===== config.mk =====
export PLATFORM = sky130hd
export DESIGN_NAME = ttc_timer_lite
export DESIGN_NICKNAME = d
export VERILOG_FILES = /design/src/ttc_lite_pkg.sv /design/src/ttc_regs.sv /design/src/ttc_count_rst_lite.sv /design/src/ttc_prescaler.sv /design/src/ttc_counter.sv /design/src/ttc_timer_lite.sv
export VERILOG_INCLUDE_DIRS = /design/src /design/src/src
export SDC_FILE = /design/constraint.sdc
export NUM_CORES = 1
export LEC_CHECK = 0
export ABC_AREA = 1
export BUFFER_PORTS_ARGS = -buffer_cell sky130_fd_sc_hd__clkbuf_2
export CORE_MARGIN = 1
export CORE_UTILIZATION = 45
export DETAILED_ROUTE_END_ITERATION = 10
export GPL_TIMING_DRIVEN = 0
export PLACE_DENSITY = 0.76
export SYNTH_ARGS = -nofsm -noshare
export SYNTH_HDL_FRONTEND = slang
export SYNTH_SLANG_ARGS = --single-unit

===== constraint.sdc =====
create_clock -name pclk19 -period 2.8 [get_ports pclk19]
set_clock_uncertainty 0.05 [all_clocks]
set_input_delay 0.56 -clock pclk19 [delete_from_list [all_inputs] [get_ports pclk19]]
set_output_delay 0.56 -clock pclk19 [all_outputs]
set_load 0.02 [all_outputs]

===== src/ttc_lite_consts.svh =====
// shared widths, register offsets and bit positions; include wherever the timer macros are used
`ifndef TTC_LITE_CONSTS_SVH
`define TTC_LITE_CONSTS_SVH

// ------------------------------------------------------------
// widths
// ------------------------------------------------------------
`define TTC_CNT_WIDTH       16
`define TTC_ADDR_WIDTH      5
`define TTC_CLK_CTRL_WIDTH  7

// register offsets on the bus
`define TTC_ADDR_CLK_CTRL   5'h00
`define TTC_ADDR_CNTR_CTRL  5'h04
`define TTC_ADDR_INTERVAL   5'h08
`define TTC_ADDR_VALUE      5'h0C
`define TTC_ADDR_STATUS     5'h10

// counter control bits
`define TTC_CTRL_DISABLE    0
`define TTC_CTRL_INTERVAL   1
`define TTC_CTRL_RESTART    2

// clock control fields, bits 6:5 kept but unused
`define TTC_CLK_PS_EN       0
`define TTC_CLK_PS_LSB      1
`define TTC_CLK_PS_MSB      4

// sticky status bits
`define TTC_STAT_INTERVAL   0
`define TTC_STAT_OVERFLOW   1

`endif


===== src/ttc_lite_pkg.sv =====
// shared count, address and prescale types; compile first and import where the types are needed
`include "ttc_lite_consts.svh"

package ttc_lite_pkg;

  // ------------------------------------------------------------
  // data types
  // ------------------------------------------------------------

  // count value and interval limit
  typedef logic [`TTC_CNT_WIDTH-1:0] ttc_count_t;

  // register offset on the peripheral bus
  typedef logic [`TTC_ADDR_WIDTH-1:0] ttc_addr_t;

  // prescale exponent from clock control bits 4:1
  // one tick per 2^(p+1) cycles
  typedef logic [`TTC_CLK_PS_MSB-`TTC_CLK_PS_LSB:0] ttc_ps_t;

  // ------------------------------------------------------------
  // notes
  // ------------------------------------------------------------

  // count and interval share one width so the
  // interval compare needs no extension

  // address type is wide enough for the five
  // word offsets 0x00 to 0x10

  // prescale field of 4 bits gives a divide
  // range of 2 up to 65536

endpackage


===== src/ttc_regs.sv =====
// bus decode and register file of the timer channel; instantiated once inside ttc_timer_lite
`include "ttc_lite_consts.svh"

module ttc_regs
  import ttc_lite_pkg::*;
(
  input  logic                           pclk19,
  input  logic                           n_p_reset19,
  input  logic                           psel,
  input  logic                           penable,
  input  logic                           pwrite,
  input  ttc_addr_t                      paddr,
  input  logic [31:0]                    pwdata,
  input  logic [`TTC_CLK_CTRL_WIDTH-1:0] clk_ctrl_reg_out,
  input  ttc_count_t                     value,
  input  logic                           interval_event,
  input  logic                           overflow_event,
  output logic [31:0]                    prdata,
  output logic                           clk_ctrl_reg_sel,
  output logic                           restart,
  output logic                           cntr_disable,
  output logic                           interval_mode,
  output ttc_count_t                     interval,
  output logic                           irq
);

  logic       wr_en;
  logic [2:0] cntr_ctrl;
  logic [1:0] status;
  logic [1:0] status_set;
  logic [1:0] status_clr;

  // ------------------------------------------------------------
  // write decode
  // ------------------------------------------------------------

  // access phase of a write
  assign wr_en = psel & penable & pwrite;

  // clock control lives in the counter reset block
  assign clk_ctrl_reg_sel = wr_en & (paddr == `TTC_ADDR_CLK_CTRL);

  // write-one-to-clear on the status offset
  assign status_clr = (wr_en && paddr == `TTC_ADDR_STATUS) ? pwdata[1:0] : 2'b00;

  // event pulses from the counter
  assign status_set[`TTC_STAT_INTERVAL] = interval_event;
  assign status_set[`TTC_STAT_OVERFLOW] = overflow_event;

  always_ff @(posedge pclk19 or negedge n_p_reset19)
  begin
    if (!n_p_reset19)
    begin
      cntr_ctrl <= 3'b000;
      interval  <= '0;
      status    <= 2'b00;
    end
    else
    begin
      if (wr_en && paddr == `TTC_ADDR_CNTR_CTRL)
        cntr_ctrl <= pwdata[2:0];
      if (wr_en && paddr == `TTC_ADDR_INTERVAL)
        interval <= pwdata[`TTC_CNT_WIDTH-1:0];
      // set beats clear in the same cycle
      status <= (status & ~status_clr) | status_set;
    end
  end

  assign cntr_disable  = cntr_ctrl[`TTC_CTRL_DISABLE];
  assign interval_mode = cntr_ctrl[`TTC_CTRL_INTERVAL];
  assign restart       = cntr_ctrl[`TTC_CTRL_RESTART];
  assign irq           = |status;

  // ------------------------------------------------------------
  // read mux
  // ------------------------------------------------------------

  always_comb
  begin
    prdata = 32'h0;
    if (psel && !pwrite)
    begin
      case (paddr)
        `TTC_ADDR_CLK_CTRL:  prdata = 32'(clk_ctrl_reg_out);
        `TTC_ADDR_CNTR_CTRL: prdata = 32'(cntr_ctrl);
        `TTC_ADDR_INTERVAL:  prdata = 32'(interval);
        `TTC_ADDR_VALUE:     prdata = 32'(value);
        `TTC_ADDR_STATUS:    prdata = 32'(status);
        // unmapped offsets read zero
        default:             prdata = 32'h0;
      endcase
    end
  end

  // select strobe only in an access phase that followed a setup phase
  a_sel_on_write: assert property (@(posedge pclk19) disable iff (!n_p_reset19)
    clk_ctrl_reg_sel |-> (wr_en && $past(psel && !penable)));

endmodule


===== src/ttc_count_rst_lite.sv =====
// clock control register and restart-edge count enable; one instance per timer channel
`include "ttc_lite_consts.svh"

module ttc_count_rst_lite
(
  input  logic                           pclk19,
  input  logic                           n_p_reset19,
  input  logic [`TTC_CLK_CTRL_WIDTH-1:0] pwdata,
  input  logic                           clk_ctrl_reg_sel,
  input  logic                           restart,
  output logic                           count_en_out,
  output logic [`TTC_CLK_CTRL_WIDTH-1:0] clk_ctrl_reg_out
);

  logic [`TTC_CLK_CTRL_WIDTH-1:0] clk_ctrl_reg;
  // remembers restart was seen high
  logic                           restart_seen;
  logic                           count_en;

  // ------------------------------------------------------------
  // count enable
  // ------------------------------------------------------------

  // low for one cycle out of reset and on each restart rising edge
  always_ff @(posedge pclk19 or negedge n_p_reset19)
  begin
    if (!n_p_reset19)
    begin
      restart_seen <= 1'b0;
      count_en     <= 1'b0;
    end
    else if (restart && !restart_seen)
    begin
      restart_seen <= 1'b1;
      count_en     <= 1'b0;
    end
    else
    begin
      // rearm once restart drops
      if (!restart)
        restart_seen <= 1'b0;
      count_en <= 1'b1;
    end
  end

  // ------------------------------------------------------------
  // clock control register
  // ------------------------------------------------------------

  always_ff @(posedge pclk19 or negedge n_p_reset19)
  begin
    if (!n_p_reset19)
      clk_ctrl_reg <= '0;
    else if (clk_ctrl_reg_sel)
      clk_ctrl_reg <= pwdata;
  end

  assign clk_ctrl_reg_out = clk_ctrl_reg;
  assign count_en_out     = count_en;

  // a held restart never stretches the enable drop
  a_en_one_cycle_low: assert property (@(posedge pclk19) disable iff (!n_p_reset19)
    !count_en_out |=> count_en_out);

endmodule


===== src/ttc_prescaler.sv =====
// count tick generator selected by clock control; sits between the counter reset block and counter
`include "ttc_lite_consts.svh"

module ttc_prescaler
  import ttc_lite_pkg::*;
(
  input  logic                           pclk19,
  input  logic                           n_p_reset19,
  input  logic                           count_en,
  input  logic [`TTC_CLK_CTRL_WIDTH-1:0] clk_ctrl_reg_out,
  output logic                           tick
);

  logic        ps_en;
  ttc_ps_t     ps_exp;
  // free divider one bit wider than the largest field
  logic [16:0] div_cnt;
  logic [16:0] div_mask;
  logic        div_roll;

  // ------------------------------------------------------------
  // field decode
  // ------------------------------------------------------------

  assign ps_en  = clk_ctrl_reg_out[`TTC_CLK_PS_EN];
  assign ps_exp = clk_ctrl_reg_out[`TTC_CLK_PS_MSB:`TTC_CLK_PS_LSB];

  // low p+1 bits set to give 2^(p+1)-1
  assign div_mask = (17'd2 << ps_exp) - 17'd1;

  // ------------------------------------------------------------
  // divider
  // ------------------------------------------------------------

  // held at zero while disabled so the phase restarts cleanly
  always_ff @(posedge pclk19 or negedge n_p_reset19)
  begin
    if (!n_p_reset19)
      div_cnt <= '0;
    else if (!count_en)
      div_cnt <= '0;
    else
      div_cnt <= div_cnt + 17'd1;
  end

  // low bits about to roll over
  assign div_roll = ((div_cnt & div_mask) == div_mask);

  // bypass gives a tick every enabled cycle
  assign tick = count_en & (!ps_en | div_roll);

  // a prescaled tick needs a divider that already ran in the cycle before
  a_tick_after_enable: assert property (@(posedge pclk19) disable iff (!n_p_reset19)
    (ps_en && tick) |-> $past(count_en));

endmodule


===== src/ttc_counter.sv =====
// 16-bit channel counter with interval and overflow wrap; driven by the prescaler tick
`include "ttc_lite_consts.svh"

module ttc_counter
  import ttc_lite_pkg::*;
(
  input  logic       pclk19,
  input  logic       n_p_reset19,
  input  logic       count_en,
  input  logic       tick,
  input  logic       cntr_disable,
  input  logic       interval_mode,
  input  ttc_count_t interval,
  output ttc_count_t value,
  output logic       interval_event,
  output logic       overflow_event
);

  logic step;
  logic hit_interval;
  logic hit_max;

  // ------------------------------------------------------------
  // wrap conditions
  // ------------------------------------------------------------

  // a tick counts only while not disabled
  assign step = tick & ~cntr_disable;

  // interval compare only in interval mode
  assign hit_interval = interval_mode & (value == interval);
  assign hit_max      = (value == '1);

  // ------------------------------------------------------------
  // count and event pulses
  // ------------------------------------------------------------

  // events line up with the wrapped value
  always_ff @(posedge pclk19 or negedge n_p_reset19)
  begin
    if (!n_p_reset19)
    begin
      value          <= '0;
      interval_event <= 1'b0;
      overflow_event <= 1'b0;
    end
    else if (!count_en)
    begin
      // restart clears the count
      value          <= '0;
      interval_event <= 1'b0;
      overflow_event <= 1'b0;
    end
    else
    begin
      interval_event <= 1'b0;
      overflow_event <= 1'b0;
      if (step)
      begin
        if (hit_interval)
        begin
          value          <= '0;
          interval_event <= 1'b1;
        end
        else if (hit_max)
        begin
          value          <= '0;
          overflow_event <= 1'b1;
        end
        else
        begin
          value <= value + 1'b1;
        end
      end
    end
  end

  // an all-ones interval in interval mode wraps as an interval event and never as overflow
  a_interval_first: assert property (@(posedge pclk19) disable iff (!n_p_reset19)
    overflow_event |-> !$past(interval_mode && interval == '1));

endmodule


===== src/ttc_timer_lite.sv =====
// top level of the single-channel timer; the DUT seen by the bus testbench
`include "ttc_lite_consts.svh"

module ttc_timer_lite
  import ttc_lite_pkg::*;
(
  input  logic        pclk19,
  input  logic        n_p_reset19,
  input  logic        psel,
  input  logic        penable,
  input  logic        pwrite,
  input  ttc_addr_t   paddr,
  input  logic [31:0] pwdata,
  output logic [31:0] prdata,
  output logic        irq
);

  // ------------------------------------------------------------
  // internal wiring
  // ------------------------------------------------------------

  logic                           clk_ctrl_reg_sel;
  logic                           restart;
  logic                           cntr_disable;
  logic                           interval_mode;
  ttc_count_t                     interval;
  logic [`TTC_CLK_CTRL_WIDTH-1:0] clk_ctrl_reg_out;
  logic                           count_en;
  logic                           tick;
  ttc_count_t                     value;
  logic                           interval_event;
  logic                           overflow_event;

  // bus decode and registers
  ttc_regs i_regs (
    .pclk19           (pclk19),
    .n_p_reset19      (n_p_reset19),
    .psel             (psel),
    .penable          (penable),
    .pwrite           (pwrite),
    .paddr            (paddr),
    .pwdata           (pwdata),
    .clk_ctrl_reg_out (clk_ctrl_reg_out),
    .value            (value),
    .interval_event   (interval_event),
    .overflow_event   (overflow_event),
    .prdata           (prdata),
    .clk_ctrl_reg_sel (clk_ctrl_reg_sel),
    .restart          (restart),
    .cntr_disable     (cntr_disable),
    .interval_mode    (interval_mode),
    .interval         (interval),
    .irq              (irq)
  );

  // clock control and count enable
  ttc_count_rst_lite i_count_rst (
    .pclk19           (pclk19),
    .n_p_reset19      (n_p_reset19),
    .pwdata           (pwdata[`TTC_CLK_CTRL_WIDTH-1:0]),
    .clk_ctrl_reg_sel (clk_ctrl_reg_sel),
    .restart          (restart),
    .count_en_out     (count_en),
    .clk_ctrl_reg_out (clk_ctrl_reg_out)
  );

  ttc_prescaler i_prescaler (
    .pclk19           (pclk19),
    .n_p_reset19      (n_p_reset19),
    .count_en         (count_en),
    .clk_ctrl_reg_out (clk_ctrl_reg_out),
    .tick             (tick)
  );

  ttc_counter i_counter (
    .pclk19         (pclk19),
    .n_p_reset19    (n_p_reset19),
    .count_en       (count_en),
    .tick           (tick),
    .cntr_disable   (cntr_disable),
    .interval_mode  (interval_mode),
    .interval       (interval),
    .value          (value),
    .interval_event (interval_event),
    .overflow_event (overflow_event)
  );

endmodule


* Word-level counts from Yosys, hierarchy flattened
Cells that the tools add are included.
** Storage, ports and cells
- Input port bits :: 42
- Flip-flop bits (word level) :: 65
- Output and inout bits :: 33
** Operators by class
- Reduce and logical (&&, ||, !) cells :: 10
- Bitwise operators :: 12
- Add/sub/neg operators :: 3
- Muxes and demuxes :: 18
- Shifts and indexed selects :: 1
- Equal/unequal tests :: 9
** Operator list (count)
- $pmux 16 s5 :: 1
- $mux 16 :: 4
- $mux 32 :: 1
- $add 17x1->17 const B :: 1
- $and 17x17->17 :: 1
- $eq 17x17->1 :: 1
- $mux 17 :: 1
- $shl 2x4->17 const A :: 1
- $sub 17x1->17 const B :: 1
- $add 16x1->16 const B :: 1
- $eq 16x16->1 :: 1
- $eq 16x16->1 const B :: 1
- $eq 5x4->1 const B :: 2
- $mux 1 :: 10
- $and 1x1->1 :: 6
- $eq 5x3->1 const B :: 1
- $eq 5x5->1 const B :: 1
- $logic_and 1x1->1 :: 5
- $logic_not 5->1 :: 1
- $ne 2x1->1 const B :: 2
- $logic_not 1->1 :: 3
- $and 2x2->2 :: 1
- $mux 2 :: 1
- $not 2->2 :: 1
- 4 further kinds :: 4

* Depth between registers and ports, before layout
Gate-level depths: netlist (run 1).
- Word-level depth :: 9
- Mapped depth :: 15
- Gate-level depth less buffers :: 13

* Cells and area by module
A second synthesis (run 1) with hierarchy kept.
** Unflattened totals
- Cells, all modules :: 703
- Area, all modules :: 4699.5 sq um
** By module, submodules not included
- ttc_counter :: sequential area each 450.4 sq um, cells an instance 293, area an instance 1710.4 sq um, instances 1
- ttc_regs :: sequential area each 525.5 sq um, cells an instance 214, area an instance 1542.7 sq um, instances 1
- ttc_prescaler :: sequential area each 400.4 sq um, cells an instance 161, area an instance 1116.1 sq um, instances 1
- ttc_count_rst_lite :: sequential area each 225.2 sq um, cells an instance 35, area an instance 330.3 sq um, instances 1

* Worst setup path before layout (run 1)
OpenSTA, ideal clock, no wires.
- Path kind :: input to output
- From :: input paddr[1]
- To :: output prdata[10]
- Stages on the path :: 8
- Data arrival time :: 1.775 ns
- Setup slack :: 0.415 ns
- Buffers on the path :: 1
- Required time :: 2.190 ns
- Path through :: nor2_1 nand2_1 nor3_2 inv_1 clkbuf_1 o22ai_1 inv_1 nor2_1
** On the way
- Longest elaborated chain between the ends :: 3
- Elaborated cells on any way between the ends :: 7
- Those cells by class :: eq/ne (4); mux (2); reduce/logical (1)
** RTL lines
- start, declared :: RTL line ttc_timer_lite.sv:12 : input ttc_addr_t paddr,
- $eq 5x5->1, or another cell as far along :: RTL line ttc_regs.sv:83 : case (paddr)
- $pmux 16 s5 (*) :: RTL line ttc_regs.sv:83
- $mux 32 (*) :: RTL line ttc_regs.sv:81 : if (psel && !pwrite)
- end, declared :: RTL line ttc_timer_lite.sv:14 : output logic [31:0] prdata,
Mark *: on every way between the ends. The rest lies on a longest branch, timed or not.

* Worst setup path in the final report (run 1)
- From :: input paddr[1]
- To :: output prdata[3]
The elaborated chain is that of the path after synthesis.

==> flow_metrics.env, run 1 <==
export IMPL_grt_pass1_wl_um=18610
export IMPL_drc=0
export IMPL_synth_top_area_share_pct=37.17
export IMPL_clock_sinks=64
export IMPL_max_clock_freq_mhz=381.6
export IMPL_tritoncts="built"
export IMPL_reg2reg_from="i_count_rst.clk_ctrl_reg_out[2]"
export IMPL_tightest_slew_ns=0.8872
export IMPL_slew_violations=0
export IMPL_status="finished, final reports clean"
export IMPL_drt_initial_drc_count=304
export IMPL_wl_per_cell_um=13.39
export IMPL_period_share_pct=93.59
export IMPL_cts_root_buffer="clkbuf_8"
export IMPL_critPathMaxFanout=10
export IMPL_synth_cell_types=37
export IMPL_track_usage_pct=23.71
export IMPL_cp_start_kind="input port"
export IMPL_postSynthCellCount=612
export IMPL_core_area_um2=9240
export IMPL_ant_nets=0
export IMPL_timing_slew_headroom_pct=40.86
export IMPL_cts_buffers=9
export IMPL_synth_area_per_cell_um2=7.041
export IMPL_yosysSeqAreaShare_pct=37.17
export IMPL_powerDensity_nw_per_um2=542.2
export IMPL_row_count=35
export IMPL_setup_viol_count_final=0
export IMPL_antenna_found_initial=1
export IMPL_ioPinCount=75
export IMPL_io_buffers=42
export IMPL_p_total_uw=2680
export IMPL_synth_main_ff_cell="dfrtp_1"
export IMPL_grt_ovfl_total=0
export IMPL_start_util_pct=46.64
export IMPL_synth_most_common_cell="nand2_1"
export IMPL_hp_class="in2async"
export IMPL_layout_nets=727
export IMPL_drt_wl_total_um=10920
export IMPL_dieArea_um2=9971
export IMPL_crit_slowest_cell="nor3_4"
export IMPL_layout_cells_non_filler=816
export IMPL_yosys_warnings=0
export IMPL_worstPathRequired_ns=2.19
export IMPL_endpoint_kind="primary output"
export IMPL_cts_reportedPaths_clkPinSlew_ns=0.08
export IMPL_die_y_um=99.86
export IMPL_path_cells="clkbuf_2 > nor2_2 > nand2_1 > nor3_4 > inv_1 > clkbuf_2 > o22ai_1 > o21ai_0 > inv_1 > clkbuf_2"
export IMPL_leakagePower_uw=0.002572
export IMPL_post_route_util_pct=53.49
export IMPL_hold_buffers=0
export IMPL_r2r_slack_ns=0.47
export IMPL_tns_ns=0
export IMPL_ys_ff_latch=64
export IMPL_cp_common_cell="clkbuf_2"
export IMPL_h_tree_depth=3
export IMPL_r2r_end="i_counter.value[7]"
export IMPL_vias_per_cell=5.105
export IMPL_fin_ws_ns=0.1794
export IMPL_worstPathArrival_ns=2.01
export IMPL_yosysTopAreaCell="dfrtp_1"
export IMPL_async_reset_ff_share_pct=100.0
export IMPL_netlist_area_um2=4309
export IMPL_fp_dieW_um=99.86
export IMPL_min_period_ns=2.621
export IMPL_rsz0062_at_grt="false"
export IMPL_synth_common_cells="142 x nand2_1, 99 x inv_1, 64 x dfrtp_1"
export IMPL_drt_pass1_iterations=6
export IMPL_worstSetupPathType="in2out"
export IMPL_synth_area_leaders="dfrtp_1 37%, nand2_1 12%, inv_1 8.6%"
export IMPL_detailed_place_hpwl_um=8427
export IMPL_max_stage_delay_ns=0.25
export IMPL_via_count=4166
export IMPL_cts_max_path_buffers=2
export IMPL_grt_max_degree=65
export IMPL_drv_cap=0
export IMPL_gp_congestion=0.9820
export IMPL_grt_pass1_vias=3859
export IMPL_synth_edff_count=0
export IMPL_post_place_cells=798
export IMPL_rr_worst_depth=15
export IMPL_ir_drop_uv=281.3
export IMPL_drive_above_1_share_pct=18.22
export IMPL_hold_viol_final=0
export IMPL_pre_cts_ws_ns=-0.09578
export IMPL_clkLatencyLatePin_ns=0.36
export IMPL_area_delta_synth_final_pct=14.69
-- registers in the layout (all words and copies together) (netlist names) --
register                      count
i_count_rst.count_en_out          1
i_count_rst.restart_seen          1
i_counter.value                  16
i_count_rst.clk_ctrl_reg_out      7
i_regs.status                     2
i_regs.interval                  16
i_counter.interval_event          1
i_regs.cntr_ctrl                  3
i_counter.overflow_event          1
i_prescaler.div_cnt              16
-- worst max-delay path by stage --
stage / slack (ns) / start / end / cells after the start
detailed placement: -0.1 / paddr[1] / prdata[3] / 10
global route: 0.06 / paddr[1] / prdata[3] / 10
CTS: 0.009 / paddr[1] / prdata[3] / 10
finish: 0.18 / paddr[1] / prdata[3] / 10
floorplan: 0.41 / paddr[1] / prdata[10] / 8
global placement: -0.07 / paddr[1] / prdata[3] / 10
-- cell type report --
cell class	instances	area, µm²
inverter	103	386.6
clock inverter	6	47.55
antenna	1	2.502
timing repair buffer	44	227.7
multi-input combinational	423	2146
clock buffer	9	123.9
buffer	37	245.2
tap	129	161.4
sequential	64	1602
fill	875	4298
-- cell families after synthesis --
family	after synthesis	share of synthesized area [%]
compound gates	75	9.843
xor+xnor	16	3.252
fa+ha+maj	3	0.8712
buf+inv	140	14.61
flops	64	37.17
mux	2	0.5226
other cells	1	0.08702
simple gates	311	33.65
-- per-stage QoR --
| step | instance area (µm²) | hold slack (ns) |
|---|---|---|
| floorplan | 4365 | 0.2144 |
| global placement | 4737 | 0.3655 |
| detailed placement | 4740 | 0.3784 |
| CTS | 4917 | 0.3446 |
| global route | 4940 | 0.3887 |
| finish | 4942 | 0.3007 |
-- power by group --
part	leakage, µW	switching, µW	internal (µW)
sequential	0.000819	124	1050
combinational	0.00168	492	295
clock	0.0000735	399	318
total	0.00257	1010	1670
-- repair_timing --
action                     CTS  global route
buffers inserted             0             2
pin swaps                    0             1
setup endpoints to repair   10            12
resized for setup            1             6
-- layer usage --
layer / wire (µm) / vias to the layer above / track usage, %
li1: - / 2075 / -
met1: 5049 / 1924 / 32.87
met2: 5004 / 147 / 37.14
met3: 628 / 20 / 3.691
met4: 242 / 0 / 9.729
met5: 0 / - / 0
-- placed cells by master (no fill, tap or decap), drive strengths merged --
cell type,synthesis,routed
nand2,146,146
inv,103,103
nor2,68,68
dfrtp,64,64
clkbuf,10,61
nand3,42,42
o21ai,31,31
buf,27,29
nand4,28,28
a21oi,20,20
nor3,18,18
xor2,16,16
conb,1,16
o22ai,12,12
nor4,5,5
clkinvlp,0,4
or2,3,3
o221ai,3,3
ha,3,3
a31oi,2,2
a211oi,2,2
o21bai,2,2
mux2,2,2
clkinv,0,2
diode,0,1
a221oi,1,1
o2111ai,1,1
o211ai,1,1
and3,1,1
-- critical path, delay by kind of cell --
family,cells,cell delay (ns)
buf+inv,5,0.66
compound gates,2,0.29
simple gates,3,0.51
No activity file was read; power rests on OpenSTA's default activity.
==> run 2, diff against run 1 <==
Settings changed: CORE_MARGIN 1 to 2, PLACE_DENSITY 0.76 to 0.7.
==> run 2 against run 1 <==
Sequential share of layout area fell by 0.43 points. Count of clock-buffer cells in the layout rose by 1. Hold slack improved by 0.0039 ns. Register-to-register slack got worse by 0.11 ns. Total power rose by 8.1%. Via count fell by 0.34%. Routed wire length rose by 2.9%. Largest cell class unchanged. Largest power group unchanged.
==> flow_metrics.env, run 2 (synthesized netlist as in run 1, its figures left out) <==
export IMPL_status="finished, final reports clean"
export IMPL_drv_cap=0
export IMPL_most_common_layout_cells="142 x nand2_1, 99 x inv_1, 64 x dfrtp_1"
export IMPL_layout_nets=728
export IMPL_vias_per_cell=5.082
export IMPL_grt_ovfl_total=0
export IMPL_drive_above_1_share_pct=18.31
export IMPL_hold_buffers=0
export IMPL_pre_cts_ws_ns=-0.09395
export IMPL_track_usage_pct=22.92
export IMPL_endpoint_kind="primary output"
export IMPL_worstSetupPathType="in2out"
export IMPL_slew_violations=0
export IMPL_core_area_um2=9284
export IMPL_h_tree_depth=3
export IMPL_wl_per_cell_um=13.76
export IMPL_grt_pass1_vias=3958
export IMPL_start_util_pct=46.42
export IMPL_grt_max_degree=65
export IMPL_cts_buffers=9
export IMPL_cts_max_path_buffers=2
export IMPL_setup_viol_count_final=0
export IMPL_worstPathArrival_ns=2.01
export IMPL_powerDensity_nw_per_um2=578.3
export IMPL_clkLatencyLatePin_ns=0.34
export IMPL_ir_drop_uv=302.9
export IMPL_drt_pass1_iterations=5
export IMPL_cts_root_buffer="clkbuf_8"
export IMPL_period_share_pct=93.57
export IMPL_layout_commonest_cell="nand2_1"
export IMPL_drt_wl_total_um=11240
export IMPL_tightest_slew_ns=0.8869
export IMPL_fp_dieW_um=101.9
export IMPL_antenna_found_initial=0
export IMPL_cts_reportedPaths_clkPinSlew_ns=0.08
export IMPL_timing_slew_headroom_pct=40.87
export IMPL_max_clock_freq_mhz=381.7
export IMPL_diodes=0
export IMPL_grt_pass1_wl_um=18890
export IMPL_ant_nets=0
export IMPL_nFillCells=955
export IMPL_area_delta_synth_final_pct=16.23
export IMPL_ioPinCount=75
export IMPL_worstPathRequired_ns=2.19
export IMPL_hold_viol_final=0
export IMPL_gp_congestion=0.9565
export IMPL_drc=0
export IMPL_critPathMaxFanout=10
export IMPL_detailed_place_hpwl_um=8658
export IMPL_min_period_ns=2.620
export IMPL_rsz0062_at_grt="false"
export IMPL_dieArea_um2=10370
export IMPL_tritoncts="built"
export IMPL_via_count=4152
export IMPL_fin_ws_ns=0.1800
export IMPL_layout_cells_non_filler=817
export IMPL_reg_top3="i_counter.value (16), i_prescaler.div_cnt (16), i_regs.interval (16)"
export IMPL_hp_class="in2async"
export IMPL_die_y_um=101.9
export IMPL_post_place_cells=798
export IMPL_io_buffers=42
export IMPL_leakagePower_uw=0.002604
export IMPL_row_count=35
export IMPL_drt_initial_drc_count=299
export IMPL_clock_sinks=64
export IMPL_cp_start_kind="input port"
export IMPL_tns_ns=0
-- run 2: changes by cell type in the layout (fill, tap and decap cells not counted), sizes merged --
cell,change
bufinv,+2
diode,-1
clkinvlp,-1
clkbuf,+1
buf,+1
inv,+1
clkinv,-2
-- run 2: final timing paths --
kind | from | endpoint | slack [ns] | cells after the start
setup / recovery | paddr[4] | prdata[4] | 0.18 | 8
max in group asynchronous | n_p_reset19 | i_counter.value[4] | 1.80 | 1
hold / removal | n_p_reset19 | i_count_rst.restart_seen | 0.30 | 1
min in group pclk19 | i_count_rst.restart_seen | i_count_rst.count_en_out | 0.39 | 1
hold reg to reg | i_count_rst.restart_seen | i_count_rst.count_en_out | 0.39 | 1
setup reg to reg | i_count_rst.clk_ctrl_reg_out[3] | i_counter.value[8] | 0.36 | 14
-- run 2: power breakdown --
part / internal [µW] / leakage [µW] / switching, µW
Clock: 529 / 0.000105 / 387
Combinational: 296 / 0.00168 / 504
Sequential: 1050 / 0.000819 / 129
-- run 2: through the flow --
stage	instance area, µm²	hold WS [ns]	total power (µW)	utilization (%)
after floorplan	4365	0.2144	1770	-
after global placement	4737	0.3682	1953	51.02
after detailed placement	4740	0.3780	1982	51.05
after CTS	4975	0.3463	2895	53.58
after global routing	5009	0.3711	3082	53.95
final	5009	0.3047	2897	53.95
-- run 2: repair_timing --
item	4_1_cts	5_1_grt
pin swaps	0	2
setup buffers	0	3
setup endpoints to repair	6	12
cloned	0	0
gates resized for setup	1	5
-- run 2: metal layers --
metal | global-route usage [%] | routed length (µm)
met1 | 32.90 | 5196
met3 | 3.078 | 668
met2 | 36.69 | 5246
met4 | 6.154 | 129
met5 | 0 | 0
-- run 2: cell type report --
| type | count | area, µm² | share of cell area (%) |
|---|---|---|---|
| plain buffers | 37 | 244.0 | 4.871 |
| clock buffers | 10 | 137.6 | 2.748 |
| clock inverters | 6 | 91.34 | 1.824 |
| inverters | 103 | 386.6 | 7.719 |
| multi-input cells | 423 | 2151 | 42.94 |
| flip-flops and latches | 64 | 1602 | 31.98 |
| well taps | 129 | 161.4 | 3.223 |
| repair buffers | 45 | 235.2 | 4.696 |
-- run 2: critical path: stages --
cell and delay (ns):
clkbuf_2 0.13, inv_1 0.11, nand4_1 0.26, clkbuf_1 0.34
o221ai_1 0.26, nand2_1 0.12, inv_1 0.07, clkbuf_2 0.16
